$ cat src/include/chipset_params.svh
// Widths and reset values shared by the bus glue and its configuration block.
// The data path is the 8-bit bus of an 8088-class CPU; changing
// CHIPSET_DATA_WIDTH also changes the Wishbone data width.
`ifndef CHIPSET_PARAMS_SVH
`define CHIPSET_PARAMS_SVH

// CPU data byte
`define CHIPSET_DATA_WIDTH 8

// DMA channels seen by the glue, channel 0 is memory refresh
`define CHIPSET_DMA_CHANNELS 4

// Wait-state count, must fit in CTRL bits 7..1
`define CHIPSET_WAIT_BITS 3

// Served refresh counter, wraps at its maximum
`define CHIPSET_REFRESH_COUNT_BITS 8

// Word address of the configuration registers
`define CHIPSET_CFG_ADDR_BITS 2

// Wait states inserted after reset
`define CHIPSET_WAIT_RESET 1

`endif

$ cat src/verilog/chipset_bus_pkg.sv
// Types of the CPU-side bus and of the processor ready FSM.
// Widths come from the shared parameter header.
`include "chipset_params.svh"

package chipset_bus_pkg;

    // One byte on the CPU data bus
    typedef logic [`CHIPSET_DATA_WIDTH-1:0] data_byte_t;

    // Request or acknowledge lines, one bit per DMA channel
    typedef logic [`CHIPSET_DMA_CHANNELS-1:0] dma_lines_t;

    // Ready FSM
    // idle     no command in progress, ready high
    // waiting  inserting wait states or waiting for external ready
    // holding  ready given, waiting for the command to end
    typedef enum logic [1:0] {
        READY_IDLE,
        READY_WAITING,
        READY_HOLDING
    } ready_state_e;

endpackage

$ cat src/verilog/chipset_cfg_pkg.sv
// Types and register map of the Wishbone configuration block.
// Registers are byte wide; addresses 2 and 3 are unmapped.
`include "chipset_params.svh"

package chipset_cfg_pkg;

    typedef logic [`CHIPSET_CFG_ADDR_BITS-1:0] cfg_addr_t;
    typedef logic [`CHIPSET_WAIT_BITS-1:0] wait_count_t;
    typedef logic [`CHIPSET_REFRESH_COUNT_BITS-1:0] refresh_count_t;

    // Register word addresses
    typedef enum logic [`CHIPSET_CFG_ADDR_BITS-1:0] {
        CTRL          = 2'd0,
        REFRESH_COUNT = 2'd1
    } cfg_reg_e;

    // CTRL fields, upper bits read as zero
    localparam int unsigned CTRL_ENABLE_BIT = 0;
    localparam int unsigned CTRL_WAIT_LSB   = 1;
    localparam int unsigned CTRL_WAIT_MSB   = CTRL_WAIT_LSB + `CHIPSET_WAIT_BITS - 1;

endpackage

$ cat src/verilog/bus_cycle_if.sv
// Bus command strobes and RAM select of the CPU side, all active low.
// Purely combinational bundle, no clock inside.
interface bus_cycle_if;

    logic io_read_n;
    logic io_write_n;
    logic memory_read_n;
    logic memory_write_n;
    logic ram_select_n;

    // Driven from the top-level ports
    modport source (
        output io_read_n,
        output io_write_n,
        output memory_read_n,
        output memory_write_n,
        output ram_select_n
    );

    // Ready generation only needs the command strobes
    modport command (
        input io_read_n,
        input io_write_n,
        input memory_read_n,
        input memory_write_n
    );

    // Read data steering
    modport read_path (
        input memory_read_n,
        input ram_select_n
    );

endinterface

$ cat src/verilog/chipset_config.sv
// Wishbone classic slave holding refresh enable, wait states and the served
// refresh counter. Single-cycle transfers only; wb_ack follows the strobe by
// one clock and the master must drop wb_stb after it. No stall support.
module chipset_config
    import chipset_bus_pkg::*;
    import chipset_cfg_pkg::*;
(
    input  logic           clock,
    input  logic           reset,
    input  logic           wb_cyc,
    input  logic           wb_stb,
    input  logic           wb_we,
    input  cfg_addr_t      wb_adr,
    input  data_byte_t     wb_dat_w,
    output data_byte_t     wb_dat_r,
    output logic           wb_ack,
    input  logic           refresh_served,
    output logic           refresh_enable,
    output wait_count_t    wait_states
);

`include "chipset_params.svh"

    logic           access;
    logic           write_ctrl;
    logic           write_count;
    data_byte_t     read_data;
    refresh_count_t refresh_count;

    // New transfer, ignoring the cycle that is already being acknowledged
    assign access      = wb_cyc & wb_stb & ~wb_ack;
    assign write_ctrl  = access & wb_we & (wb_adr == CTRL);
    assign write_count = access & wb_we & (wb_adr == REFRESH_COUNT);

    always_ff @(posedge clock or posedge reset) begin
        if (reset) begin
            wb_ack <= 1'b0;
        end else begin
            wb_ack <= access;
        end
    end

    always_ff @(posedge clock or posedge reset) begin
        if (reset) begin
            refresh_enable <= 1'b1;
            wait_states    <= wait_count_t'(`CHIPSET_WAIT_RESET);
        end else if (write_ctrl) begin
            refresh_enable <= wb_dat_w[CTRL_ENABLE_BIT];
            wait_states    <= wb_dat_w[CTRL_WAIT_MSB:CTRL_WAIT_LSB];
        end
    end

    // Clearing write takes priority over a served pulse
    always_ff @(posedge clock or posedge reset) begin
        if (reset) begin
            refresh_count <= '0;
        end else if (write_count) begin
            refresh_count <= '0;
        end else if (refresh_served) begin
            refresh_count <= refresh_count + 1'b1;
        end
    end

    always_comb begin
        read_data = '0;
        case (wb_adr)
            CTRL: begin
                read_data[CTRL_ENABLE_BIT]             = refresh_enable;
                read_data[CTRL_WAIT_MSB:CTRL_WAIT_LSB] = wait_states;
            end
            REFRESH_COUNT: read_data = data_byte_t'(refresh_count);
            default: read_data = '0;
        endcase
    end

    // Captured with the acknowledge, held until the next transfer
    always_ff @(posedge clock) begin
        if (access) begin
            wb_dat_r <= read_data;
        end
    end

    // Master ends the strobe once the transfer is acknowledged
    stb_dropped_after_ack: assert property (
        @(posedge clock) disable iff (reset) wb_ack |=> !wb_stb
    ) else $error("wb_stb still high in the cycle after wb_ack");

endmodule

$ cat src/verilog/data_bus_steer.sv
// Read data multiplexer towards the CPU, fixed priority:
// chipset registers, RAM read, external bus, then zero.
// data_bus_direction is high only when the external bus drives the CPU.
module data_bus_steer
    import chipset_bus_pkg::*;
(
    bus_cycle_if.read_path bus,
    input  data_byte_t     chipset_data,
    input  logic           chipset_data_valid,
    input  data_byte_t     ram_data,
    input  data_byte_t     ext_data,
    input  logic           ext_direction,
    output data_byte_t     data_to_cpu,
    output logic           data_bus_direction
);

    logic ram_read;

    assign ram_read = ~bus.ram_select_n & ~bus.memory_read_n;

    always_comb begin
        data_to_cpu        = '0;
        data_bus_direction = 1'b0;
        if (chipset_data_valid) begin
            data_to_cpu = chipset_data;
        end else if (ram_read) begin
            data_to_cpu = ram_data;
        end else if (ext_direction) begin
            data_to_cpu        = ext_data;
            data_bus_direction = 1'b1;
        end
    end

endmodule

$ cat src/verilog/ready_control.sv
// Processor ready generator. Each new bus command gets the configured number
// of wait states, then waits for channel and memory ready. A command that
// stays active counts as one bus cycle until all strobes return high.
module ready_control
    import chipset_bus_pkg::*;
    import chipset_cfg_pkg::*;
(
    input  logic          clock,
    input  logic          reset,
    bus_cycle_if.command  bus,
    input  wait_count_t   wait_states,
    input  logic          io_channel_ready,
    input  logic          memory_access_ready,
    output logic          processor_ready
);

    ready_state_e state;
    wait_count_t  wait_count;
    logic         command_active;
    logic         external_ready;

    assign command_active = ~(bus.io_read_n & bus.io_write_n &
                              bus.memory_read_n & bus.memory_write_n);
    assign external_ready = io_channel_ready & memory_access_ready;

    always_ff @(posedge clock or posedge reset) begin
        if (reset) begin
            state      <= READY_IDLE;
            wait_count <= '0;
        end else begin
            case (state)
                READY_IDLE: begin
                    if (command_active) begin
                        state      <= READY_WAITING;
                        wait_count <= wait_states;
                    end
                end
                READY_WAITING: begin
                    if (!command_active) begin
                        state <= READY_IDLE;
                    end else if (wait_count != '0) begin
                        wait_count <= wait_count - 1'b1;
                    end else if (external_ready) begin
                        state <= READY_HOLDING;
                    end
                end
                READY_HOLDING: begin
                    if (!command_active) begin
                        state <= READY_IDLE;
                    end
                end
                default: state <= READY_IDLE;
            endcase
        end
    end

    // Low while counting down, then follows the external ready inputs
    always_comb begin
        if (state == READY_WAITING) begin
            processor_ready = (wait_count == '0) & external_ready;
        end else begin
            processor_ready = 1'b1;
        end
    end

endmodule

$ cat src/verilog/refresh_request.sv
// DMA channel 0 refresh request from the timer channel 1 output.
// The timer output must already be synchronous to clock. A level that is
// high out of reset is not taken as an edge.
module refresh_request (
    input  logic clock,
    input  logic reset,
    input  logic timer_refresh_tick,
    input  logic refresh_enable,
    input  logic dma0_acknowledge_n,
    output logic refresh_request,
    output logic refresh_served
);

    logic timer_prev;
    logic timer_rise;

    always_ff @(posedge clock or posedge reset) begin
        if (reset) begin
            timer_prev <= 1'b1;
        end else begin
            timer_prev <= timer_refresh_tick;
        end
    end

    assign timer_rise = timer_refresh_tick & ~timer_prev;

    // Acknowledge clears before a new edge can set
    always_ff @(posedge clock or posedge reset) begin
        if (reset) begin
            refresh_request <= 1'b0;
            refresh_served  <= 1'b0;
        end else begin
            refresh_served <= refresh_request & ~dma0_acknowledge_n;
            if (~dma0_acknowledge_n) begin
                refresh_request <= 1'b0;
            end else if (timer_rise & refresh_enable) begin
                refresh_request <= 1'b1;
            end
        end
    end

    // A new request needs a low then high timer sample, enabled and not acknowledged
    set_on_timer_edge: assert property (
        @(posedge clock) disable iff (reset)
        $rose(refresh_request) |->
            $past(timer_refresh_tick && refresh_enable && dma0_acknowledge_n) &&
            !$past(timer_refresh_tick, 2)
    ) else $error("refresh request set without an enabled timer rising edge");

endmodule

$ cat src/verilog/xt_chipset_glue.sv
// Top of the XT bus glue: refresh request, ready generation, read steering
// and the Wishbone configuration block. Single clock domain.
// DMA channels 1 to 3 pass through; the DMA controller sits outside.
`include "chipset_params.svh"

module xt_chipset_glue
    import chipset_bus_pkg::*;
    import chipset_cfg_pkg::*;
(
    input  logic        clock,
    input  logic        reset,
    input  logic        timer_refresh_tick,
    input  dma_lines_t  dma_request_ext,
    input  dma_lines_t  dma_acknowledge_n,
    output dma_lines_t  dma_request,
    input  logic        io_read_n,
    input  logic        io_write_n,
    input  logic        memory_read_n,
    input  logic        memory_write_n,
    input  logic        ram_select_n,
    input  logic        io_channel_ready,
    input  logic        memory_access_ready,
    output logic        processor_ready,
    input  data_byte_t  chipset_data,
    input  logic        chipset_data_valid,
    input  data_byte_t  ram_data,
    input  data_byte_t  ext_data,
    input  logic        ext_direction,
    output data_byte_t  data_to_cpu,
    output logic        data_bus_direction,
    input  logic        wb_cyc,
    input  logic        wb_stb,
    input  logic        wb_we,
    input  cfg_addr_t   wb_adr,
    input  data_byte_t  wb_dat_w,
    output data_byte_t  wb_dat_r,
    output logic        wb_ack
);

    logic        refresh_enable;
    logic        refresh_served;
    logic        refresh_req;
    wait_count_t wait_states;

    bus_cycle_if u_bus ();

    assign u_bus.io_read_n      = io_read_n;
    assign u_bus.io_write_n     = io_write_n;
    assign u_bus.memory_read_n  = memory_read_n;
    assign u_bus.memory_write_n = memory_write_n;
    assign u_bus.ram_select_n   = ram_select_n;

    // Channel 0 is refresh, the rest come from outside
    assign dma_request = {dma_request_ext[`CHIPSET_DMA_CHANNELS-1:1], refresh_req};

    chipset_config u_chipset_config (
        .clock          (clock),
        .reset          (reset),
        .wb_cyc         (wb_cyc),
        .wb_stb         (wb_stb),
        .wb_we          (wb_we),
        .wb_adr         (wb_adr),
        .wb_dat_w       (wb_dat_w),
        .wb_dat_r       (wb_dat_r),
        .wb_ack         (wb_ack),
        .refresh_served (refresh_served),
        .refresh_enable (refresh_enable),
        .wait_states    (wait_states)
    );

    refresh_request u_refresh_request (
        .clock              (clock),
        .reset              (reset),
        .timer_refresh_tick (timer_refresh_tick),
        .refresh_enable     (refresh_enable),
        .dma0_acknowledge_n (dma_acknowledge_n[0]),
        .refresh_request    (refresh_req),
        .refresh_served     (refresh_served)
    );

    ready_control u_ready_control (
        .clock               (clock),
        .reset               (reset),
        .bus                 (u_bus.command),
        .wait_states         (wait_states),
        .io_channel_ready    (io_channel_ready),
        .memory_access_ready (memory_access_ready),
        .processor_ready     (processor_ready)
    );

    data_bus_steer u_data_bus_steer (
        .bus                (u_bus.read_path),
        .chipset_data       (chipset_data),
        .chipset_data_valid (chipset_data_valid),
        .ram_data           (ram_data),
        .ext_data           (ext_data),
        .ext_direction      (ext_direction),
        .data_to_cpu        (data_to_cpu),
        .data_bus_direction (data_bus_direction)
    );

endmodule
$ cat config.mk
export PLATFORM = sky130hd
export DESIGN_NAME = xt_chipset_glue
export DESIGN_NICKNAME = d
export VERILOG_FILES = /design/src/verilog/chipset_bus_pkg.sv /design/src/verilog/chipset_cfg_pkg.sv /design/src/verilog/bus_cycle_if.sv /design/src/verilog/chipset_config.sv /design/src/verilog/data_bus_steer.sv /design/src/verilog/ready_control.sv /design/src/verilog/refresh_request.sv /design/src/verilog/xt_chipset_glue.sv
export VERILOG_INCLUDE_DIRS = /design/src /design/src/include
export SDC_FILE = /design/constraint.sdc
export NUM_CORES = 1
export LEC_CHECK = 0
export ABC_AREA = 1
export BUFFER_PORTS_ARGS = -buffer_cell sky130_fd_sc_hd__buf_2
export CAP_MARGIN = 40
export CORE_MARGIN = 1.5
export CORE_UTILIZATION = 40
export CTS_CLUSTER_DIAMETER = 150
export DETAILED_ROUTE_END_ITERATION = 12
export PLACE_DENSITY = 0.71
export SYNTH_ARGS = -nofsm -noshare
export SYNTH_HDL_FRONTEND = slang
export SYNTH_SLANG_ARGS = --single-unit
$ cat constraint.sdc
create_clock -name clock -period 3.75 [get_ports clock]
set_clock_uncertainty 0.1 [all_clocks]
set_input_delay 0.375 -clock clock [delete_from_list [all_inputs] [get_ports clock]]
set_output_delay 0.375 -clock clock [all_outputs]
set_load 0.1 [all_outputs]
==> impl_metrics.toml <==
[run_status]
status = "complete, no violations"

[route]
drt-initial-drc-count = 33
ant_nets = 0
vias = 1507
wirelength_mm = 3.354
vias_per_cell = 4.680
wl_per_cell_um = 10.42
drc = 0
firstDrtPassIters = 4

[clock_tree]
path_clk_slew_ns = 0.06
root_buffer = "clkbuf_8"
cts_made_buffers = 5
cts_buffer_depth = 2
postCtsSetupRepairBufs = 0
cts.htree.levels = 2
cts_tree = "built"
clock_sinks = 29
cts_hold_buffers = 0
clock_latency_ns = 0.28
postCtsResizedCells = 0

[sta]
finalSetupTns_ns = 0
hold_ws_ns = 0.03980
relSlewSlack = 0.6736
rsz0062_at_grt = "false"
hold_viol = 0
fmax_ghz = 0.4846
period_needed_ns = 2.064
slew_violations = 0
fin_crit_sh = 0.5503
finalSetupViolations = 0
layout_setup_ws_ns = 1.686
tightest_slew_ns = 0.4929

[worst_setup_path]
r2r_cells = 4
critPathCaptureType = "primary output"
slowest_stage = "buf_2"
worstPathArrival_ns = 1.59
crit_chain = "inv_1 -> ha_1 -> nand2_1 -> o21ai_0 -> buf_2"
cp.required_ns = 3.27
worstSetupPathType = "reg2out"
crit_path_start_kind = "flop"
rr_endpoint = "u_chipset_config.refresh_count[7]"
reg2reg_from = "u_chipset_config.wb_ack"
reg2reg_setup_slack_ns = 2.38
crit_fanout = 3
cpPeakStageDelay_ns = 0.44

[synthesis]
synth_edf_count = 8
synth.top_cell.area_share = 0.2725
syn-instance-count = 205
yosys-top-cells-area = "dfrtp_1 27%, edfxtp_1 15%, nand2_1 12%"
ys_seq_area_frac = 0.4656
synthFlopType = "dfrtp_1"
syn_nets = 265
synth_area_mm2 = 0.001653
syn_area_per_cell_um2 = 8.063
ys_types = 28
ys_seq_elements = 29
ys_warn_count = 0
synthArstFlopShare = 0.7241
synth_area_leader_cell = "dfrtp_1"

[placed_design]
port_buffers = 65
placed_cells = 314
place_area_mm2 = 0.002012
preCtsSetupSlack_ns = 1.786
place_congestion = 0.8301
hpwl_mm = 2.718

[global_routing]
grt_max_degree = 22
grt_pass1_wl_mm = 5.326
grt.met2_usage = 0.2946
grt_busiest_layer = "met2"
antenna_found_initial = 0
grt_util_met3 = 0.05167
grt.overflow.total = 0
grtUsageMet1 = 0.1665
grt_pass1_vias = 1373
grt_usage = 0.1587

[final_layout]
fin_util = 0.5236
syn_to_final_growth_pct = 26.72
diodes = 0
fin_cells = 322
final_area_mm2 = 0.002095
drive_gt1_frac = 0.3382
mostFrequentLayoutCells = "65 x buf_2, 51 x nand2_1, 26 x inv_1, 25 x nand3_1, 23 x nor2_1"
layout.nets = 331
final_common_cell = "buf_2"

[floorplan]
dieArea_mm2 = 0.004527
die_w_um = 67.28
rows = 23
core_area_mm2 = 0.004000
io_pins = 80
start_util = 0.4132
dieHeight_um = 67.28

[pwr]
p_per_area_mw_per_mm2 = 541.1
power.total_mw = 1.133
p_switching_mw = 0.4773
p_sw_frac = 0.4212
pwr-share-seq = 0.402
p_comb_frac = 0.391
power.leakage_nw = 1.092
ir_drop_mv = 0.3052
clkPwrFrac = 0.207
p_int_mw = 0.6560

[job]
maxCapViolations = 0

[worst_hold_path]
worstHoldPathType = "in2async"
-- flip-flops by register name, indices dropped and copies added, names as in the netlist --
register	cells
u_refresh_request.timer_prev	1
u_chipset_config.wait_states	3
u_refresh_request.refresh_served	1
u_refresh_request.refresh_request	1
u_ready_control.wait_count	3
u_chipset_config.wb_dat_r	8
u_chipset_config.wb_ack	1
u_chipset_config.refresh_enable	1
u_ready_control.state	2
u_chipset_config.refresh_count	8
-- layer usage --
layer  up-vias  wire length [um]
li1        786                 -
met1       658              1391
met2        59              1618
met3         4               316
met4         0                28
met5         -                 0
-- Yosys cell counts, types with 2 or more instances --
cell and number:
edfxtp_1 8, nand4_1 3, ha_1 3, a21oi_1 5
nor2_4 3, nand3_1 25, inv_1 26, buf_4 6
nand2_1 51, o22ai_1 3, dfstp_2 3, nand2_2 5
dfrtp_1 18, nor2_2 2, nor2_1 23, o21ai_0 9
-- cells by family after synthesis --
group,count (synthesis),synth area share
simple gates,118,0.3437
flops,29,0.4656
xor+xnor,1,0.005300
compound gates,19,0.06208
buf+inv,35,0.1007
fa+ha+maj,3,0.02271
-- critical path: cells and delay by family, from the launching register on --
| family | cells | cell delay (ns) |
|---|---|---|
| buf+inv | 2 | 0.52 |
| flops | 1 | 0.39 |
| compound gates | 1 | 0.15 |
| fa+ha+maj | 1 | 0.14 |
| simple gates | 1 | 0.11 |
-- power groups by stage --
stage                     combinational [mW]  clock (mW)  sequential, mW
final                                  0.444       0.234           0.455
after global routing                   0.499       0.256           0.466
after floorplan                        0.353           0           0.479
after global placement                 0.437           0           0.457
after detailed placement               0.449           0           0.459
after CTS                              0.450       0.244           0.455
-- worst max path at each step --
stage / start / to / slack (ns) / cells after the start
4_1_cts: u_ready_control.wait_count[0] / processor_ready / 1.66 / 5
5_1_grt: u_ready_control.wait_count[0] / processor_ready / 1.57 / 5
3_3_place_gp: memory_read_n / data_to_cpu[6] / 1.79 / 5
3_5_place_dp: memory_read_n / data_to_cpu[7] / 1.79 / 5
6_report: u_ready_control.wait_count[0] / processor_ready / 1.69 / 5
2_1_floorplan: u_ready_control.wait_count[0] / processor_ready / 0.48 / 4
-- area by class of cell --
class                           count  area [um2]
Clock buffer                        6       72.57
Clock inverter                      2       10.01
Fill cell                         382        1906
Inverter                           28       110.1
Multi-Input combinational cell    141       716.9
Sequential cell                    29       769.5
Tap cell                           50       62.56
Timing Repair Buffer               66       352.8
(Power assumes the default switching activity.)
